File: src/common/lcd_axi_pkg.sv
// lcd_axi_pkg: widths, types and response codes of the CPU-side AXI-lite bus
package lcd_axi_pkg;

    localparam int ADDR_W = 32;
    localparam int DATA_W = 32;
    localparam int STRB_W = DATA_W / 8;

    // standard AXI response encoding
    typedef enum logic [1:0] {
        RESP_OKAY   = 2'b00,
        RESP_EXOKAY = 2'b01,
        RESP_SLVERR = 2'b10,
        RESP_DECERR = 2'b11
    } resp_e;

    typedef logic [ADDR_W-1:0] addr_t;
    typedef logic [DATA_W-1:0] data_t;
    typedef logic [STRB_W-1:0] strb_t;

endpackage

File: src/common/lcd_map_pkg.sv
// lcd_map_pkg: register map, graph group length and FSM/opcode encodings of the LCD command path
package lcd_map_pkg;

    localparam lcd_axi_pkg::addr_t LCD_INPUT_ADDR   = 32'h1fd0_c000;
    localparam lcd_axi_pkg::addr_t TOUCH_INPUT_ADDR = 32'h1fd0_c004;
    localparam lcd_axi_pkg::addr_t WRITE_GRAPH_ADDR = 32'h1fd0_c008;

    localparam int GRAPH_ENTRIES = 7; // six commands plus the size word
    localparam int GRAPH_CMDS    = 6;

    typedef logic [2:0] idx_t;

    // read-side register select
    typedef enum logic [1:0] {
        RD_REG_LCD_INPUT = 2'd0,
        RD_REG_TOUCH     = 2'd1,
        RD_REG_NONE      = 2'd2
    } rd_reg_e;

    typedef enum logic [1:0] {
        BUF_IDLE    = 2'd0,
        BUF_CAPTURE = 2'd1,
        BUF_BUSY    = 2'd2
    } buf_state_e;

    typedef enum logic [1:0] {
        DISP_WAIT   = 2'd0,
        DISP_ISSUE  = 2'd1,
        DISP_SETTLE = 2'd2
    } disp_state_e;

    typedef enum logic [1:0] {
        RD_IDLE   = 2'd0,
        RD_DECODE = 2'd1,
        RD_FETCH  = 2'd2,
        RD_RESP   = 2'd3
    } rd_state_e;

    typedef enum logic [1:0] {
        WR_IDLE = 2'd0,
        WR_ADDR = 2'd1,
        WR_DATA = 2'd2,
        WR_RESP = 2'd3
    } wr_state_e;

endpackage

File: src/axi_slave/lcd_axi_write.sv
// lcd_axi_write: AXI-lite write channel with response, gated by the command path busy level
module lcd_axi_write (
    input  logic                pclk,
    input  logic                rst_n,
    input  lcd_axi_pkg::addr_t  s_awaddr_i,
    input  logic                s_awvalid_i,
    output logic                s_awready_o,
    input  lcd_axi_pkg::data_t  s_wdata_i,
    input  lcd_axi_pkg::strb_t  s_wstrb_i,
    input  logic                s_wlast_i,
    input  logic                s_wvalid_i,
    output logic                s_wready_o,
    output logic                s_bvalid_o,
    output lcd_axi_pkg::resp_e  s_bresp_o,
    input  logic                s_bready_i,
    input  logic                busy_i,
    output logic                aw_fire_o,
    output lcd_axi_pkg::addr_t  aw_addr_o,
    output logic                beat_fire_o,
    output lcd_axi_pkg::addr_t  beat_addr_o,
    output lcd_axi_pkg::data_t  beat_data_o
);

    lcd_map_pkg::wr_state_e state_q;
    lcd_axi_pkg::addr_t     addr_q;
    logic                   w_fire;

    assign aw_fire_o = s_awvalid_i && s_awready_o;
    assign aw_addr_o = s_awaddr_i;
    assign w_fire    = s_wvalid_i && s_wready_o;

    always_ff @(posedge pclk) begin
        if (!rst_n) begin
            state_q     <= lcd_map_pkg::WR_IDLE;
            s_awready_o <= 1'b0;
            s_wready_o  <= 1'b0;
            s_bvalid_o  <= 1'b0;
        end else begin
            case (state_q)
                lcd_map_pkg::WR_IDLE: if (!busy_i) begin // hold off while dispatching
                    s_awready_o <= 1'b1;
                    state_q     <= lcd_map_pkg::WR_ADDR;
                end
                lcd_map_pkg::WR_ADDR: if (aw_fire_o) begin
                    s_awready_o <= 1'b0;
                    s_wready_o  <= 1'b1;
                    state_q     <= lcd_map_pkg::WR_DATA;
                end
                lcd_map_pkg::WR_DATA: if (w_fire && s_wlast_i) begin
                    s_wready_o <= 1'b0;
                    s_bvalid_o <= 1'b1;
                    state_q    <= lcd_map_pkg::WR_RESP;
                end
                lcd_map_pkg::WR_RESP: if (s_bready_i) begin
                    s_bvalid_o <= 1'b0;
                    state_q    <= lcd_map_pkg::WR_IDLE;
                end
                default: state_q <= lcd_map_pkg::WR_IDLE;
            endcase
        end
    end

    always_ff @(posedge pclk) begin
        if (aw_fire_o)
            addr_q <= s_awaddr_i;
    end

    // only full-word beats reach the command buffer
    assign beat_fire_o = w_fire && (s_wstrb_i == '1);
    assign beat_addr_o = addr_q;
    assign beat_data_o = s_wdata_i;
    assign s_bresp_o   = lcd_axi_pkg::RESP_OKAY;

    a_aw_b_excl: assert property (@(posedge pclk) disable iff (!rst_n)
        !(s_awready_o && s_bvalid_o));

endmodule

File: src/axi_slave/lcd_reg_read.sv
// lcd_reg_read: single-beat AXI-lite read channel over the touch and LCD input status registers
module lcd_reg_read (
    input  logic                pclk,
    input  logic                rst_n,
    input  lcd_axi_pkg::addr_t  s_araddr_i,
    input  logic                s_arvalid_i,
    output logic                s_arready_o,
    output lcd_axi_pkg::data_t  s_rdata_o,
    output lcd_axi_pkg::resp_e  s_rresp_o,
    output logic                s_rlast_o,
    output logic                s_rvalid_o,
    input  logic                s_rready_i,
    input  lcd_axi_pkg::data_t  touch_reg_i
);

    lcd_map_pkg::rd_state_e state_q;
    lcd_map_pkg::rd_reg_e   op_q;
    lcd_axi_pkg::addr_t     addr_q;

    function automatic lcd_map_pkg::rd_reg_e decode_addr(lcd_axi_pkg::addr_t addr);
        if (addr == lcd_map_pkg::LCD_INPUT_ADDR)
            return lcd_map_pkg::RD_REG_LCD_INPUT;
        if (addr == lcd_map_pkg::TOUCH_INPUT_ADDR)
            return lcd_map_pkg::RD_REG_TOUCH;
        return lcd_map_pkg::RD_REG_NONE;
    endfunction

    always_ff @(posedge pclk) begin
        if (!rst_n) begin
            state_q     <= lcd_map_pkg::RD_IDLE;
            s_arready_o <= 1'b1;
            s_rvalid_o  <= 1'b0;
        end else begin
            case (state_q)
                lcd_map_pkg::RD_IDLE: if (s_arvalid_i && s_arready_o) begin
                    s_arready_o <= 1'b0;
                    state_q     <= lcd_map_pkg::RD_DECODE;
                end
                lcd_map_pkg::RD_DECODE: state_q <= lcd_map_pkg::RD_FETCH;
                lcd_map_pkg::RD_FETCH: begin
                    s_rvalid_o <= 1'b1;
                    state_q    <= lcd_map_pkg::RD_RESP;
                end
                lcd_map_pkg::RD_RESP: if (s_rready_i) begin
                    s_rvalid_o  <= 1'b0;
                    s_arready_o <= 1'b1; // ready again next cycle
                    state_q     <= lcd_map_pkg::RD_IDLE;
                end
                default: state_q <= lcd_map_pkg::RD_IDLE;
            endcase
        end
    end

    // address, select and read data only move while the channel is busy
    always_ff @(posedge pclk) begin
        if (state_q == lcd_map_pkg::RD_IDLE && s_arvalid_i && s_arready_o)
            addr_q <= s_araddr_i;
        if (state_q == lcd_map_pkg::RD_DECODE)
            op_q <= decode_addr(addr_q);
        if (state_q == lcd_map_pkg::RD_FETCH) begin
            case (op_q)
                lcd_map_pkg::RD_REG_LCD_INPUT: s_rdata_o <= '1;
                lcd_map_pkg::RD_REG_TOUCH:     s_rdata_o <= touch_reg_i;
                default:                       s_rdata_o <= '0;
            endcase
        end
    end

    assign s_rresp_o = lcd_axi_pkg::RESP_OKAY;
    assign s_rlast_o = s_rvalid_o; // every read is one beat

    a_rvalid_hold: assert property (@(posedge pclk) disable iff (!rst_n)
        s_rvalid_o && !s_rready_i |=> s_rvalid_o);

endmodule

File: src/source/lcd_ctrl.sv
// lcd_ctrl: AXI-lite slave translating CPU writes into LCD graph command groups
module lcd_ctrl #(
    parameter int SETTLE_CYCLES = 2
) (
    input  logic                pclk,
    input  logic                rst_n,
    input  lcd_axi_pkg::addr_t  s_araddr_i,
    input  logic                s_arvalid_i,
    output logic                s_arready_o,
    output lcd_axi_pkg::data_t  s_rdata_o,
    output lcd_axi_pkg::resp_e  s_rresp_o,
    output logic                s_rlast_o,
    output logic                s_rvalid_o,
    input  logic                s_rready_i,
    input  lcd_axi_pkg::addr_t  s_awaddr_i,
    input  logic                s_awvalid_i,
    output logic                s_awready_o,
    input  lcd_axi_pkg::data_t  s_wdata_i,
    input  lcd_axi_pkg::strb_t  s_wstrb_i,
    input  logic                s_wlast_i,
    input  logic                s_wvalid_i,
    output logic                s_wready_o,
    output lcd_axi_pkg::resp_e  s_bresp_o,
    output logic                s_bvalid_o,
    input  logic                s_bready_i,
    input  lcd_axi_pkg::data_t  touch_reg_i,
    input  logic                write_ok_i,
    output lcd_axi_pkg::addr_t  buffer_addr_o,
    output lcd_axi_pkg::data_t  buffer_data_o,
    output logic                data_valid_o,
    output lcd_axi_pkg::data_t  graph_size_o
);

    logic               busy, aw_fire, beat_fire, group_full, disp_done;
    lcd_axi_pkg::addr_t aw_addr, beat_addr, entry_addr;
    lcd_axi_pkg::data_t beat_data, entry_data, buf_graph_size;
    lcd_map_pkg::idx_t  disp_idx;

    lcd_reg_read u_reg_read (
        .pclk(pclk), .rst_n(rst_n),
        .s_araddr_i(s_araddr_i), .s_arvalid_i(s_arvalid_i), .s_arready_o(s_arready_o),
        .s_rdata_o(s_rdata_o), .s_rresp_o(s_rresp_o), .s_rlast_o(s_rlast_o),
        .s_rvalid_o(s_rvalid_o), .s_rready_i(s_rready_i), .touch_reg_i(touch_reg_i)
    );

    lcd_axi_write u_axi_write (
        .pclk(pclk), .rst_n(rst_n),
        .s_awaddr_i(s_awaddr_i), .s_awvalid_i(s_awvalid_i), .s_awready_o(s_awready_o),
        .s_wdata_i(s_wdata_i), .s_wstrb_i(s_wstrb_i), .s_wlast_i(s_wlast_i),
        .s_wvalid_i(s_wvalid_i), .s_wready_o(s_wready_o),
        .s_bvalid_o(s_bvalid_o), .s_bresp_o(s_bresp_o), .s_bready_i(s_bready_i),
        .busy_i(busy), .aw_fire_o(aw_fire), .aw_addr_o(aw_addr),
        .beat_fire_o(beat_fire), .beat_addr_o(beat_addr), .beat_data_o(beat_data)
    );

    lcd_graph_buffer u_graph_buffer (
        .pclk(pclk), .rst_n(rst_n),
        .aw_fire_i(aw_fire), .aw_addr_i(aw_addr),
        .beat_fire_i(beat_fire), .beat_addr_i(beat_addr), .beat_data_i(beat_data),
        .disp_idx_i(disp_idx), .disp_done_i(disp_done),
        .group_full_o(group_full), .busy_o(busy),
        .entry_addr_o(entry_addr), .entry_data_o(entry_data),
        .graph_size_o(buf_graph_size)
    );

    lcd_dispatch #(
        .SETTLE_CYCLES(SETTLE_CYCLES)
    ) u_dispatch (
        .pclk(pclk), .rst_n(rst_n),
        .group_full_i(group_full), .write_ok_i(write_ok_i),
        .entry_addr_i(entry_addr), .entry_data_i(entry_data),
        .graph_size_i(buf_graph_size),
        .disp_idx_o(disp_idx), .disp_done_o(disp_done),
        .buffer_addr_o(buffer_addr_o), .buffer_data_o(buffer_data_o),
        .data_valid_o(data_valid_o), .graph_size_o(graph_size_o)
    );

endmodule

File: src/source/lcd_dispatch.sv
// lcd_dispatch: sends buffered graph commands to the LCD instruction unit with a settle gap
module lcd_dispatch #(
    parameter int SETTLE_CYCLES = 2
) (
    input  logic                pclk,
    input  logic                rst_n,
    input  logic                group_full_i,
    input  logic                write_ok_i,
    input  lcd_axi_pkg::addr_t  entry_addr_i,
    input  lcd_axi_pkg::data_t  entry_data_i,
    input  lcd_axi_pkg::data_t  graph_size_i,
    output lcd_map_pkg::idx_t   disp_idx_o,
    output logic                disp_done_o,
    output lcd_axi_pkg::addr_t  buffer_addr_o,
    output lcd_axi_pkg::data_t  buffer_data_o,
    output logic                data_valid_o,
    output lcd_axi_pkg::data_t  graph_size_o
);

    localparam int GAP_W = $clog2(SETTLE_CYCLES + 1);
    localparam logic [GAP_W-1:0] GAP_LAST = GAP_W'(SETTLE_CYCLES - 1);
    localparam lcd_map_pkg::idx_t LAST_CMD = lcd_map_pkg::idx_t'(lcd_map_pkg::GRAPH_CMDS - 1);
    localparam lcd_map_pkg::idx_t DONE_IDX = lcd_map_pkg::idx_t'(lcd_map_pkg::GRAPH_CMDS);

    lcd_map_pkg::disp_state_e state_q;
    lcd_map_pkg::idx_t        idx_q;
    logic [GAP_W-1:0]         gap_q;
    logic                     issue;

    // first entry may go out straight off group_full
    assign issue = write_ok_i && (idx_q != DONE_IDX) &&
                   (state_q == lcd_map_pkg::DISP_ISSUE ||
                    (state_q == lcd_map_pkg::DISP_WAIT && group_full_i));

    always_ff @(posedge pclk) begin
        if (!rst_n) begin
            state_q      <= lcd_map_pkg::DISP_WAIT;
            idx_q        <= '0;
            gap_q        <= '0;
            data_valid_o <= 1'b0;
            disp_done_o  <= 1'b0;
            graph_size_o <= '0;
        end else begin
            data_valid_o <= 1'b0;
            disp_done_o  <= 1'b0;
            case (state_q)
                lcd_map_pkg::DISP_WAIT:
                    if (group_full_i)
                        state_q <= lcd_map_pkg::DISP_ISSUE;
                lcd_map_pkg::DISP_ISSUE:
                    if (idx_q == DONE_IDX && write_ok_i) begin
                        disp_done_o  <= 1'b1;
                        idx_q        <= '0;
                        graph_size_o <= '0;
                        state_q      <= lcd_map_pkg::DISP_WAIT;
                    end
                lcd_map_pkg::DISP_SETTLE: begin
                    gap_q <= gap_q + 1'b1;
                    if (gap_q == GAP_LAST)
                        state_q <= lcd_map_pkg::DISP_ISSUE;
                end
                default: state_q <= lcd_map_pkg::DISP_WAIT;
            endcase
            if (issue) begin
                data_valid_o <= 1'b1;
                idx_q        <= idx_q + 1'b1;
                gap_q        <= '0;
                if (idx_q == '0)
                    graph_size_o <= graph_size_i;
                // no gap needed before the done check
                state_q <= (idx_q == LAST_CMD) ? lcd_map_pkg::DISP_ISSUE
                                               : lcd_map_pkg::DISP_SETTLE;
            end
        end
    end

    always_ff @(posedge pclk) begin
        if (issue) begin
            buffer_addr_o <= entry_addr_i;
            buffer_data_o <= entry_data_i;
        end
    end

    assign disp_idx_o = idx_q;

    a_valid_pulse: assert property (@(posedge pclk) disable iff (!rst_n)
        data_valid_o |=> !data_valid_o);
    a_valid_ok: assert property (@(posedge pclk) disable iff (!rst_n)
        data_valid_o |-> $past(write_ok_i));

endmodule

File: src/source/lcd_graph_buffer.sv
// lcd_graph_buffer: captures a seven-entry graph group and holds the command path busy
module lcd_graph_buffer (
    input  logic                pclk,
    input  logic                rst_n,
    input  logic                aw_fire_i,
    input  lcd_axi_pkg::addr_t  aw_addr_i,
    input  logic                beat_fire_i,
    input  lcd_axi_pkg::addr_t  beat_addr_i,
    input  lcd_axi_pkg::data_t  beat_data_i,
    input  lcd_map_pkg::idx_t   disp_idx_i,
    input  logic                disp_done_i,
    output logic                group_full_o,
    output logic                busy_o,
    output lcd_axi_pkg::addr_t  entry_addr_o,
    output lcd_axi_pkg::data_t  entry_data_o,
    output lcd_axi_pkg::data_t  graph_size_o
);

    localparam lcd_map_pkg::idx_t LAST_ENTRY =
        lcd_map_pkg::idx_t'(lcd_map_pkg::GRAPH_ENTRIES - 1);

    lcd_map_pkg::buf_state_e state_q;
    lcd_map_pkg::idx_t       cnt_q;
    lcd_axi_pkg::addr_t      addr_mem [lcd_map_pkg::GRAPH_ENTRIES];
    lcd_axi_pkg::data_t      data_mem [lcd_map_pkg::GRAPH_ENTRIES];
    logic                    capture;

    assign capture = (state_q == lcd_map_pkg::BUF_CAPTURE) && beat_fire_i;

    always_ff @(posedge pclk) begin
        if (!rst_n) begin
            state_q      <= lcd_map_pkg::BUF_IDLE;
            cnt_q        <= '0;
            busy_o       <= 1'b0;
            group_full_o <= 1'b0;
        end else begin
            group_full_o <= 1'b0;
            case (state_q)
                lcd_map_pkg::BUF_IDLE:
                    if (aw_fire_i && aw_addr_i == lcd_map_pkg::WRITE_GRAPH_ADDR) begin
                        cnt_q   <= '0;
                        state_q <= lcd_map_pkg::BUF_CAPTURE;
                    end
                lcd_map_pkg::BUF_CAPTURE: if (capture) begin
                    cnt_q <= cnt_q + 1'b1;
                    if (cnt_q == LAST_ENTRY) begin // seventh beat closes the group
                        busy_o       <= 1'b1;
                        group_full_o <= 1'b1;
                        state_q      <= lcd_map_pkg::BUF_BUSY;
                    end
                end
                lcd_map_pkg::BUF_BUSY: if (disp_done_i) begin
                    busy_o  <= 1'b0;
                    state_q <= lcd_map_pkg::BUF_IDLE;
                end
                default: state_q <= lcd_map_pkg::BUF_IDLE;
            endcase
        end
    end

    always_ff @(posedge pclk) begin
        if (capture) begin
            addr_mem[cnt_q] <= beat_addr_i;
            data_mem[cnt_q] <= beat_data_i;
        end
    end

    assign entry_addr_o = addr_mem[disp_idx_i];
    assign entry_data_o = data_mem[disp_idx_i];
    assign graph_size_o = data_mem[LAST_ENTRY]; // size word, never dispatched

endmodule

File: config.mk
export PLATFORM = sky130hd
export DESIGN_NAME = lcd_ctrl
export DESIGN_NICKNAME = d
export VERILOG_FILES = /design/src/common/lcd_axi_pkg.sv /design/src/common/lcd_map_pkg.sv /design/src/axi_slave/lcd_axi_write.sv /design/src/axi_slave/lcd_reg_read.sv /design/src/source/lcd_ctrl.sv /design/src/source/lcd_dispatch.sv /design/src/source/lcd_graph_buffer.sv
export SDC_FILE = /design/constraint.sdc
export NUM_CORES = 1
export LEC_CHECK = 0
export ABC_AREA = 1
export BUFFER_PORTS_ARGS = -buffer_cell sky130_fd_sc_hd__buf_2
export CORE_MARGIN = 1
export CORE_UTILIZATION = 30
export CTS_BUF_LIST = sky130_fd_sc_hd__clkbuf_2
export CTS_CLUSTER_SIZE = 40
export DETAILED_ROUTE_END_ITERATION = 10
export HOLD_SLACK_MARGIN = 0.02
export MAX_ROUTING_LAYER = met4
export SETUP_SLACK_MARGIN = 0.5
export SYNTH_ARGS = -nofsm -noshare
export SYNTH_HDL_FRONTEND = slang
export SYNTH_SLANG_ARGS = --single-unit
File: constraint.sdc
create_clock -name pclk -period 7.4 [get_ports pclk]
set_input_delay 0 -clock pclk [delete_from_list [all_inputs] [get_ports pclk]]
set_output_delay 0 -clock pclk [all_outputs]
set_load 0.02 [all_outputs]
-- Word-level counts from Yosys, hierarchy flattened
Memories as Yosys holds them, arrays and structs flattened. A register that Yosys moved wholly into a read port is not among the register bits.
Index checks and enable logic that the tools add are counted.
- output and inout port bits: 139
- bits of input ports: 141
- word-level logic and storage cells: 166
- RAM bits: 448
- memories kept: 2
- register bits after elaboration: 155
- memories (memory ; depth ; width ; read ports ; clocked after Yosys merged registers in ; wr ports ; line ; text):
    u_graph_buffer.addr_mem ; 7 ; 32 ; 1 ; 1 ; 1 ; lcd_graph_buffer.sv:24 ; lcd_axi_pkg::addr_t addr_mem [lcd_map_pkg::GRAPH_ENTRIES];
    u_graph_buffer.data_mem ; 7 ; 32 ; 2 ; 1 ; 1 ; lcd_graph_buffer.sv:25 ; lcd_axi_pkg::data_t data_mem [lcd_map_pkg::GRAPH_ENTRIES];
- reduce and logical (&&, ||, !) cells: 44
- equal/unequal tests: 33
- multiplexer cells: 62
- add/sub/neg operators: 3
- bitwise gates (word level): 1
- operators by type and width (kind ; count):
    $mux 32 ; 4
    $eq 32x29->1 const B ; 3
    $pmux 32 s2 ; 1
    $mux 2 ; 19
    $mux 1 ; 22
    $reduce_and 3->1 ; 7
    $reduce_bool 2->1 ; 9
    $pmux 2 s4 ; 2
    $mux 3 ; 5
    $logic_and 1x1->1 ; 13
    $eq 2x1->1 const B ; 6
    $eq 2x2->1 const B ; 6
    $ne 2x1->1 const B ; 6
    $pmux 1 s2 ; 6
    $pmux 2 s3 ; 2
    $reduce_and 4->1 ; 3
    $logic_not 2->1 ; 5
    $eq 3x3->1 const B ; 3
    $ne 2x2->1 const B ; 4
    $reduce_and 2->1 ; 4
    $add 3x1->3 const B ; 2
    $ne 3x2->1 const B ; 2
    $pmux 3 s2 ; 1
    $eq 4x4->1 const B ; 1
    7 further kinds ; 7

-- Longest topological paths before layout
Gate-level depths: netlist of the first run.
- depth after elaboration: 7
- depth in mapped cells: 11

-- Modules after synthesis
Synthesis of the first run repeated with hierarchy kept, for this count alone.
- cells, all modules: 1984
- area total of the unflattened synthesis: 25827.3 sq um
- modules (own cells, without submodules) (module ; cells an instance ; seq. area each (sq um) ; instances ; area an instance (sq um)):
    lcd_graph_buffer ; 1336 ; 13593.0 ; 1 ; 17697.0
    lcd_dispatch ; 278 ; 2742.6 ; 1 ; 3574.7
    lcd_reg_read ; 216 ; 2062.0 ; 1 ; 2736.4
    lcd_axi_write ; 154 ; 1061.0 ; 1 ; 1819.2

-- Least setup slack after synthesis of the first run
Ideal clock, no wire load.
- kind: flip-flop to flip-flop
- start point: register u_axi_write.s_wready_o
- end point: memory u_graph_buffer.addr_mem[2][0] in the netlist's numbering (enable)
- setup slack: 1476 ps
- period minus slack after synthesis: 5924 ps
- cell stages (with the launch flop): 7
- data arrival time: 5359 ps
- cells stage by stage: dfxtp_1 nand2_1 nor2_1 nand3_1 nor2_1 nand2_1 nor3_1
- longest elaborated chain between the ends: 5
- RTL lines (element ; line ; text):
    start, declared ; lcd_axi_write.sv:12 ; output logic s_wready_o,
    start signal, assigned ; lcd_axi_write.sv:36 ; s_wready_o <= 1'b0;
    start signal, assigned ; lcd_axi_write.sv:46 ; s_wready_o <= 1'b1;
    start signal, assigned ; lcd_axi_write.sv:50 ; s_wready_o <= 1'b0;
    $logic_and 1x1->1 ; lcd_axi_write.sv:30 ; assign w_fire = s_wvalid_i && s_wready_o;
    $logic_and 1x1->1 ; lcd_axi_write.sv:69 ; assign beat_fire_o = w_fire && (s_wstrb_i == '1);
    $logic_and 1x1->1 ; lcd_graph_buffer.sv:28 ; assign capture = (state_q == lcd_map_pkg::BUF_CAPTURE) && beat_fire_i;
    $mux 1 ; lcd_graph_buffer.sv:62 ; if (capture) begin
    $mux 1 (not written as such) ; lcd_graph_buffer.sv:63 ; addr_mem[cnt_q] <= beat_addr_i;
    end, declared ; lcd_graph_buffer.sv:24 ;
Every way passes these cells.

-- Worst setup path after layout of the first run
- start point: register u_axi_write.s_wready_o
- end point: memory u_graph_buffer.addr_mem[4][1] in the netlist's numbering (enable)
Same word-level chain as after synthesis.

==> results of run 1 <==
-- final cells by class --
type / instances / share of cell area
Antenna cell: 8 / 0.000601
Clock buffer: 235 / 0.0353
Clock inverter: 55 / 0.00886
Inverter: 85 / 0.00995
Multi-Input combinational cell: 1001 / 0.150
Sequential cell: 667 / 0.584
Tap cell: 1134 / 0.0426
Timing Repair Buffer: 701 / 0.168
-- cells in the final DEF (no fill, tap or decap), types with 2 or more instances in the layout --
| cell type | instances |
|---|---|
| edfxtp_1 | 610 |
| dlygate4sd3_1 | 401 |
| buf_2 | 275 |
| nand2_1 | 237 |
| clkbuf_2 | 235 |
| a21oi_1 | 197 |
| nor2_1 | 166 |
| o21ai_0 | 129 |
| inv_1 | 77 |
| o21ai_1 | 72 |
| o22ai_1 | 64 |
| dfxtp_1 | 55 |
| clkinv_1 | 34 |
| nor3_2 | 27 |
| buf_4 | 24 |
| nor2_2 | 22 |
| nand3_1 | 18 |
| ha_1 | 17 |
| o21ai_2 | 10 |
| diode_2 | 8 |
| inv_2 | 7 |
| inv_6 | 6 |
| nand4_1 | 6 |
| nor4_1 | 6 |
| clkinv_2 | 6 |
| nor3_1 | 5 |
| conb_1 | 4 |
| inv_4 | 3 |
| a211oi_1 | 3 |
| or2_2 | 3 |
| clkinv_4 | 3 |
| a31oi_1 | 2 |
| clkinvlp_4 | 2 |
| dfxtp_4 | 2 |
-- state kept, by name (all words and copies together) (netlist names), 32 cells and up --
signal                    count
u_graph_buffer.addr_mem     224
u_graph_buffer.data_mem     224
u_axi_write.beat_addr_o      32
u_dispatch.buffer_addr_o     32
u_dispatch.buffer_data_o     32
u_dispatch.graph_size_o      32
u_reg_read.addr_q            32
u_reg_read.s_rdata_o         32
-- power breakdown --
group / internal [mW] / switching, mW / total (mW) / leakage [nW]
Clock: 0.911 / 1.50 / 2.41 / 1.12
Sequential: 4.33 / 0.116 / 4.45 / 5.98
Combinational: 0.328 / 0.472 / 0.800 / 5.33
-- per-stage QoR --
step | hold slack (ps) | instance area [µm²]
2_1_floorplan | 98.9 | 25400
3_3_place_gp | 179 | 27800
3_5_place_dp | 178 | 27800
4_1_cts | 22.4 | 33300
5_1_grt | 91.2 | 33300
6_report | 189 | 33300
-- routing by layer --
layer / vias to the layer above / global-route usage / share of wire
met3: 136 / 0.0448 / 0.072
met5: - / - / 0
met4: 0 / 0.0679 / 0.027
met1: 8599 / 0.193 / 0.41
met2: 661 / 0.277 / 0.49
li1: 8365 / - / -
-- cells in the mapped netlist (all sizes together) --
master,count,share of area
a211oi,3,0.00089
a21oi,197,0.039
a221oi,1,0.00059
a22oi,1,0.00030
a31o,1,0.00035
a31oi,2,0.00049
buf,62,0.016
clkbuf,47,0.0072
conb,1,0.00015
dfxtp,57,0.045
edfxtp,610,0.72
ha,17,0.0084
inv,85,0.013
nand2,237,0.035
nand3,20,0.0046
nand3b,1,0.00030
nand4,7,0.0020
nor2,190,0.031
nor3,32,0.010
nor4,6,0.0015
o21ai,211,0.043
o22ai,64,0.016
o31ai,1,0.00030
or2,5,0.0012
xor2,1,0.00035
-- worst max-delay path, delay by kind of cell (launching register included) --
kind / cells / cell delay (ps)
buffers and inverters: 4 / 2310
flip-flops: 1 / 380
AND/OR/NAND/NOR: 6 / 910
-- worst paths after layout --
kind | start | endpoint | slack, ps | depth (start not counted)
max | u_axi_write.s_wready_o$_SDFFE_PN0P_ | u_graph_buffer.addr_mem[4][1]$_DFFE_PP_ | 3330 | 10
min reg2reg | u_dispatch.graph_size_o[30]$_SDFF_PN0_ | u_dispatch.graph_size_o[30]$_SDFF_PN0_ | 470 | 2
max reg2reg | u_axi_write.s_wready_o$_SDFFE_PN0P_ | u_graph_buffer.addr_mem[4][1]$_DFFE_PP_ | 3330 | 10
min | s_wdata_i[28] | u_graph_buffer.data_mem[0][28]$_DFFE_PP_ | 190 | 3
-- cells by family after synthesis --
family,after synthesis,share of synthesized area
flip-flops,667,0.768
AO/OA/AOI/OAI,481,0.101
buffers and inverters,194,0.0363
adder cells (fa/ha/maj),17,0.00839
AND/OR/NAND/NOR,498,0.0862
XOR/XNOR,1,0.000346
other,1,0.000148
==> out/qor.csv, run 1 <==
metric;value;unit
drtIter0Drc;1176;
cts-buffers-inserted;169;
drc;0;
start_util;0.303;
grt_usage;0.168;
status;finished, final reports clean;
grt_max_degree;112;
irDropWorstVdd;0.135;mV
leakage;12.4;nW
finalMaxSlewViolations;0;
max_stage_delay;690;ps
die_h;293;µm
wl_per_cell;18.1;µm
postRouteAntennaNets;0;
register_area;19500;µm²
syn_area_per_cell;13.6;µm²
maxCapViolations;0;
ys_ff_latch;667;
cts_hold_buf;402;
crit_required;8250;ps
p_per_area;230;nW/µm²
cts_setup_buffers;0;
max_freq;0.246;GHz
synth_cells;1859;
dieWidth;293;µm
io_buffer_count;275;
clock_sinks;667;
syn_area;25300;µm²
crit_fanout;37;
fin_util;0.398;
hpwlAfterDp;38600;µm
firstDrtPassIters;5;
dp_cells;3186;
multi_input_area;5010;µm²
vias;17800;
maxSlewHeadroom;0.256;
place_congestion;0.754;
setup_tns;0;ps
fin_ws;3330;ps
min_period_over_period;0.550;
finalClockSkew;103;ps
die-area;85600;µm²
root_buffer;clkbuf_2;
end_kind;register;
finalCriticalPeriod;4070;ps
worst_pin_slew;1120;ps
grt_pass1_vias;18100;
cts.clk_slew.worst_paths;100;ps
clock_latency;1340;ps
startpoint_type;register;
grt_pass1_wl;105000;µm
power;7.66;mW
min_path_type;primary input to register;
path_cells;nand2_1 -> nor2_1 -> nand3_1 -> dlygate4sd3_1 -> dlygate4sd3_1 -> nor2_1 -> nand2_1 -> nor3_2 -> buf_4 -> buf_4;
num_rows;106;
overflow;0;
grt_antenna_before_repair;8;
drt-total-wl;70400;µm
critPathSlowestCell;buf_4;
fill_cells;7774;
yosysWarnings;0;
cts_tree;built;
finalSetupViolCount;0;
cts-resized-gates;0;
cts.path.max_buffers;3;
syn2layout_area_growth;31.4;%
drive_gt1_frac;0.231;
ys_seq_area_frac;0.768;
rsz0062_at_grt;false;
fp.coreArea;83700;µm²
worst-setup-path-type;register to register;
nNetsFinal;2783;
pre_cts_slack;4030;ps
instances_no_fill;3886;
cts_htree_levels;4;
via_per_inst;4.57;
synthDistinctLibCells;42;
arrival;4930;ps
io_pins;280;
hold_violations;0;
(Power assumes the default switching activity.)
==> run 2, diff against run 1 <==
==> constraint.sdc (replaced) <==
create_clock -name pclk -period 3.5 [get_ports pclk]
set_input_delay 0 -clock pclk [delete_from_list [all_inputs] [get_ports pclk]]
set_output_delay 0 -clock pclk [all_outputs]
set_load 0.02 [all_outputs]
==> run 2 against run 1 <==
  * Clock skew up 17 ps
  * Core utilization up 0.42 points
  * Register-to-register slack worse by 2500 ps
  * Sequential power up 110%
  * Global-route usage down 0.16 points
  * Total power up 110%
  * Wire length down 0.75%
  * Clock power up 120%
  * Largest power group unchanged
  * Final cell count up 0.82%
  * Via count up 0.50%
==> out/qor.csv, run 2 (synthesis results as in run 1) <==
metric;value;unit
dieWidth;293;µm
end_kind;register;
hold_violations;0;
grt_usage;0.166;
r2r-start;u_axi_write.s_wready_o$_SDFFE_PN0P_;
irDropWorstVdd;0.252;mV
wl_per_cell;17.8;µm
power;16.3;mW
arrival;3830;ps
worstReg2RegEnd;u_axi_write.s_bvalid_o$_SDFFE_PN0P_;
io_buffer_count;275;
overflow;0;
worst_pin_slew;1060;ps
rsz0062_at_grt;false;
crit_fanout;2;
hold_slack;237;ps
fin_ws;770;ps
clock_latency;1310;ps
finalClockSkew;119;ps
instances_no_fill;3918;
hpwlAfterDp;37300;µm
final_cell_mix;edfxtp_1, dlygate4sd3_1, buf_2;
r2r_setup_slack;840;ps
syn2layout_area_growth;32.8;%
cts-buffers-inserted;169;
maxSlewHeadroom;0.292;
layout_commonest_cell;edfxtp_1;
min_period_over_period;0.780;
status;finished, final reports clean;
finalCriticalPeriod;2730;ps
via_per_inst;4.56;
vias;17800;
crit_required;4600;ps
die-area;85600;µm²
cts.path.max_buffers;3;
drtIter0Drc;1250;
drc;0;
root_buffer;clkbuf_2;
p_per_area;485;nW/µm²
die_h;293;µm
dp_cells;3190;
cts.clk_slew.worst_paths;100;ps
fill_cells;7774;
grt_antenna_before_repair;7;
drive_gt1_frac;0.240;
postRouteAntennaNets;0;
cts_htree_levels;4;
fp.coreArea;83700;µm²
firstDrtPassIters;7;
drt-total-wl;69900;µm
place_congestion;0.755;
clock_sinks;667;
finalSetupViolCount;0;
num_rows;106;
rr_worst_depth;8;
hold_start;s_wdata_i[30];
grt_pass1_wl;105000;µm
pre_cts_slack;995;ps
worst-setup-path-type;primary input to register;
grt_pass1_vias;18700;
grt_max_degree;197;
reg_top3;u_graph_buffer.addr_mem: 224 flops, u_graph_buffer.data_mem: 224 flops;
max_freq;0.366;GHz
maxCapViolations;0;
io_pins;280;
critPathLaunch;s_wstrb_i[0];
cts_tree;built;
startpoint_type;primary input;
start_util;0.303;
setup.worst_path.end;u_graph_buffer.state_q[0]$_SDFFE_PN0P_;
leakage;12.6;nW
min_path_type;primary input to register;
setup_tns;0;ps
finalMaxSlewViolations;0;
nNetsFinal;2800;
-- run 2: where the power goes --
group | total, mW | internal [mW] | switching (mW)
clock | 5.21 | 2.00 | 3.21
sequential | 9.41 | 9.16 | 0.250
combinational | 1.71 | 0.711 | 0.999
-- run 2: worst min-delay path by stage --
| stage | to | slack [ps] | cells past startpoint |
|---|---|---|---|
| 2_1_floorplan | u_axi_write.beat_addr_o[0]$_DFFE_PP_ | 100 | 0 |
| 3_3_place_gp | u_reg_read.addr_q[14]$_DFFE_PP_ | 180 | 1 |
| 3_5_place_dp | u_reg_read.addr_q[31]$_DFFE_PP_ | 180 | 1 |
| 4_1_cts | u_graph_buffer.data_mem[6][1]$_DFFE_PP_ | 20 | 3 |
| 5_1_grt | u_graph_buffer.data_mem[2][29]$_DFFE_PP_ | 100 | 3 |
| 6_report | u_graph_buffer.data_mem[5][30]$_DFFE_PP_ | 240 | 3 |
-- run 2: timing repair --
action	CTS	global route
hold buffers	414	0
gates resized for setup	0	3
endpoints found under the setup margin	0	1
buffers inserted	0	1
hold endpoints to repair	953	0
-- run 2: worst max-delay path: stages --
cell	delay [ps]
dlygate4sd3_1	520
buf_2	100
dlygate4sd3_1	540
nand2_1	80
dlygate4sd3_1	600
nor2_2	110
nand3_2	130
nand2_1	80
dlygate4sd3_1	580
nand3_1	120
dlymetal6s4s_1	290
nor2_1	90
nor2_1	50
dlygate4sd3_1	540
-- run 2: cell type report --
| class | count | area (µm²) | area share |
|---|---|---|---|
| Sequential cell | 667 | 19500 | 0.578 |
| Timing Repair Buffer | 718 | 5820 | 0.173 |
| Multi-Input combinational cell | 1001 | 5070 | 0.151 |
| Tap cell | 1134 | 1420 | 0.0422 |
| Clock buffer | 258 | 1290 | 0.0384 |
| Inverter | 85 | 334 | 0.00992 |
| Clock inverter | 47 | 245 | 0.00729 |
| Antenna cell | 8 | 20.0 | 0.000595 |
-- run 2: routing by layer --
metal,up-vias,wire length [µm],track usage,share of wire
met5,-,0,-,0
met4,0,1710,0.0641,0.024
met3,133,4280,0.0374,0.061
met2,618,34800,0.277,0.50
met1,8671,29000,0.195,0.42
li1,8427,-,-,-
-- run 2: through the flow --
step | area [µm²] | utilization
final | 33700 | 0.402
after global routing | 33700 | 0.402
after CTS | 33600 | 0.402
after detailed placement | 27900 | 0.334
after global placement | 27900 | 0.334
after floorplan | 25400 | -
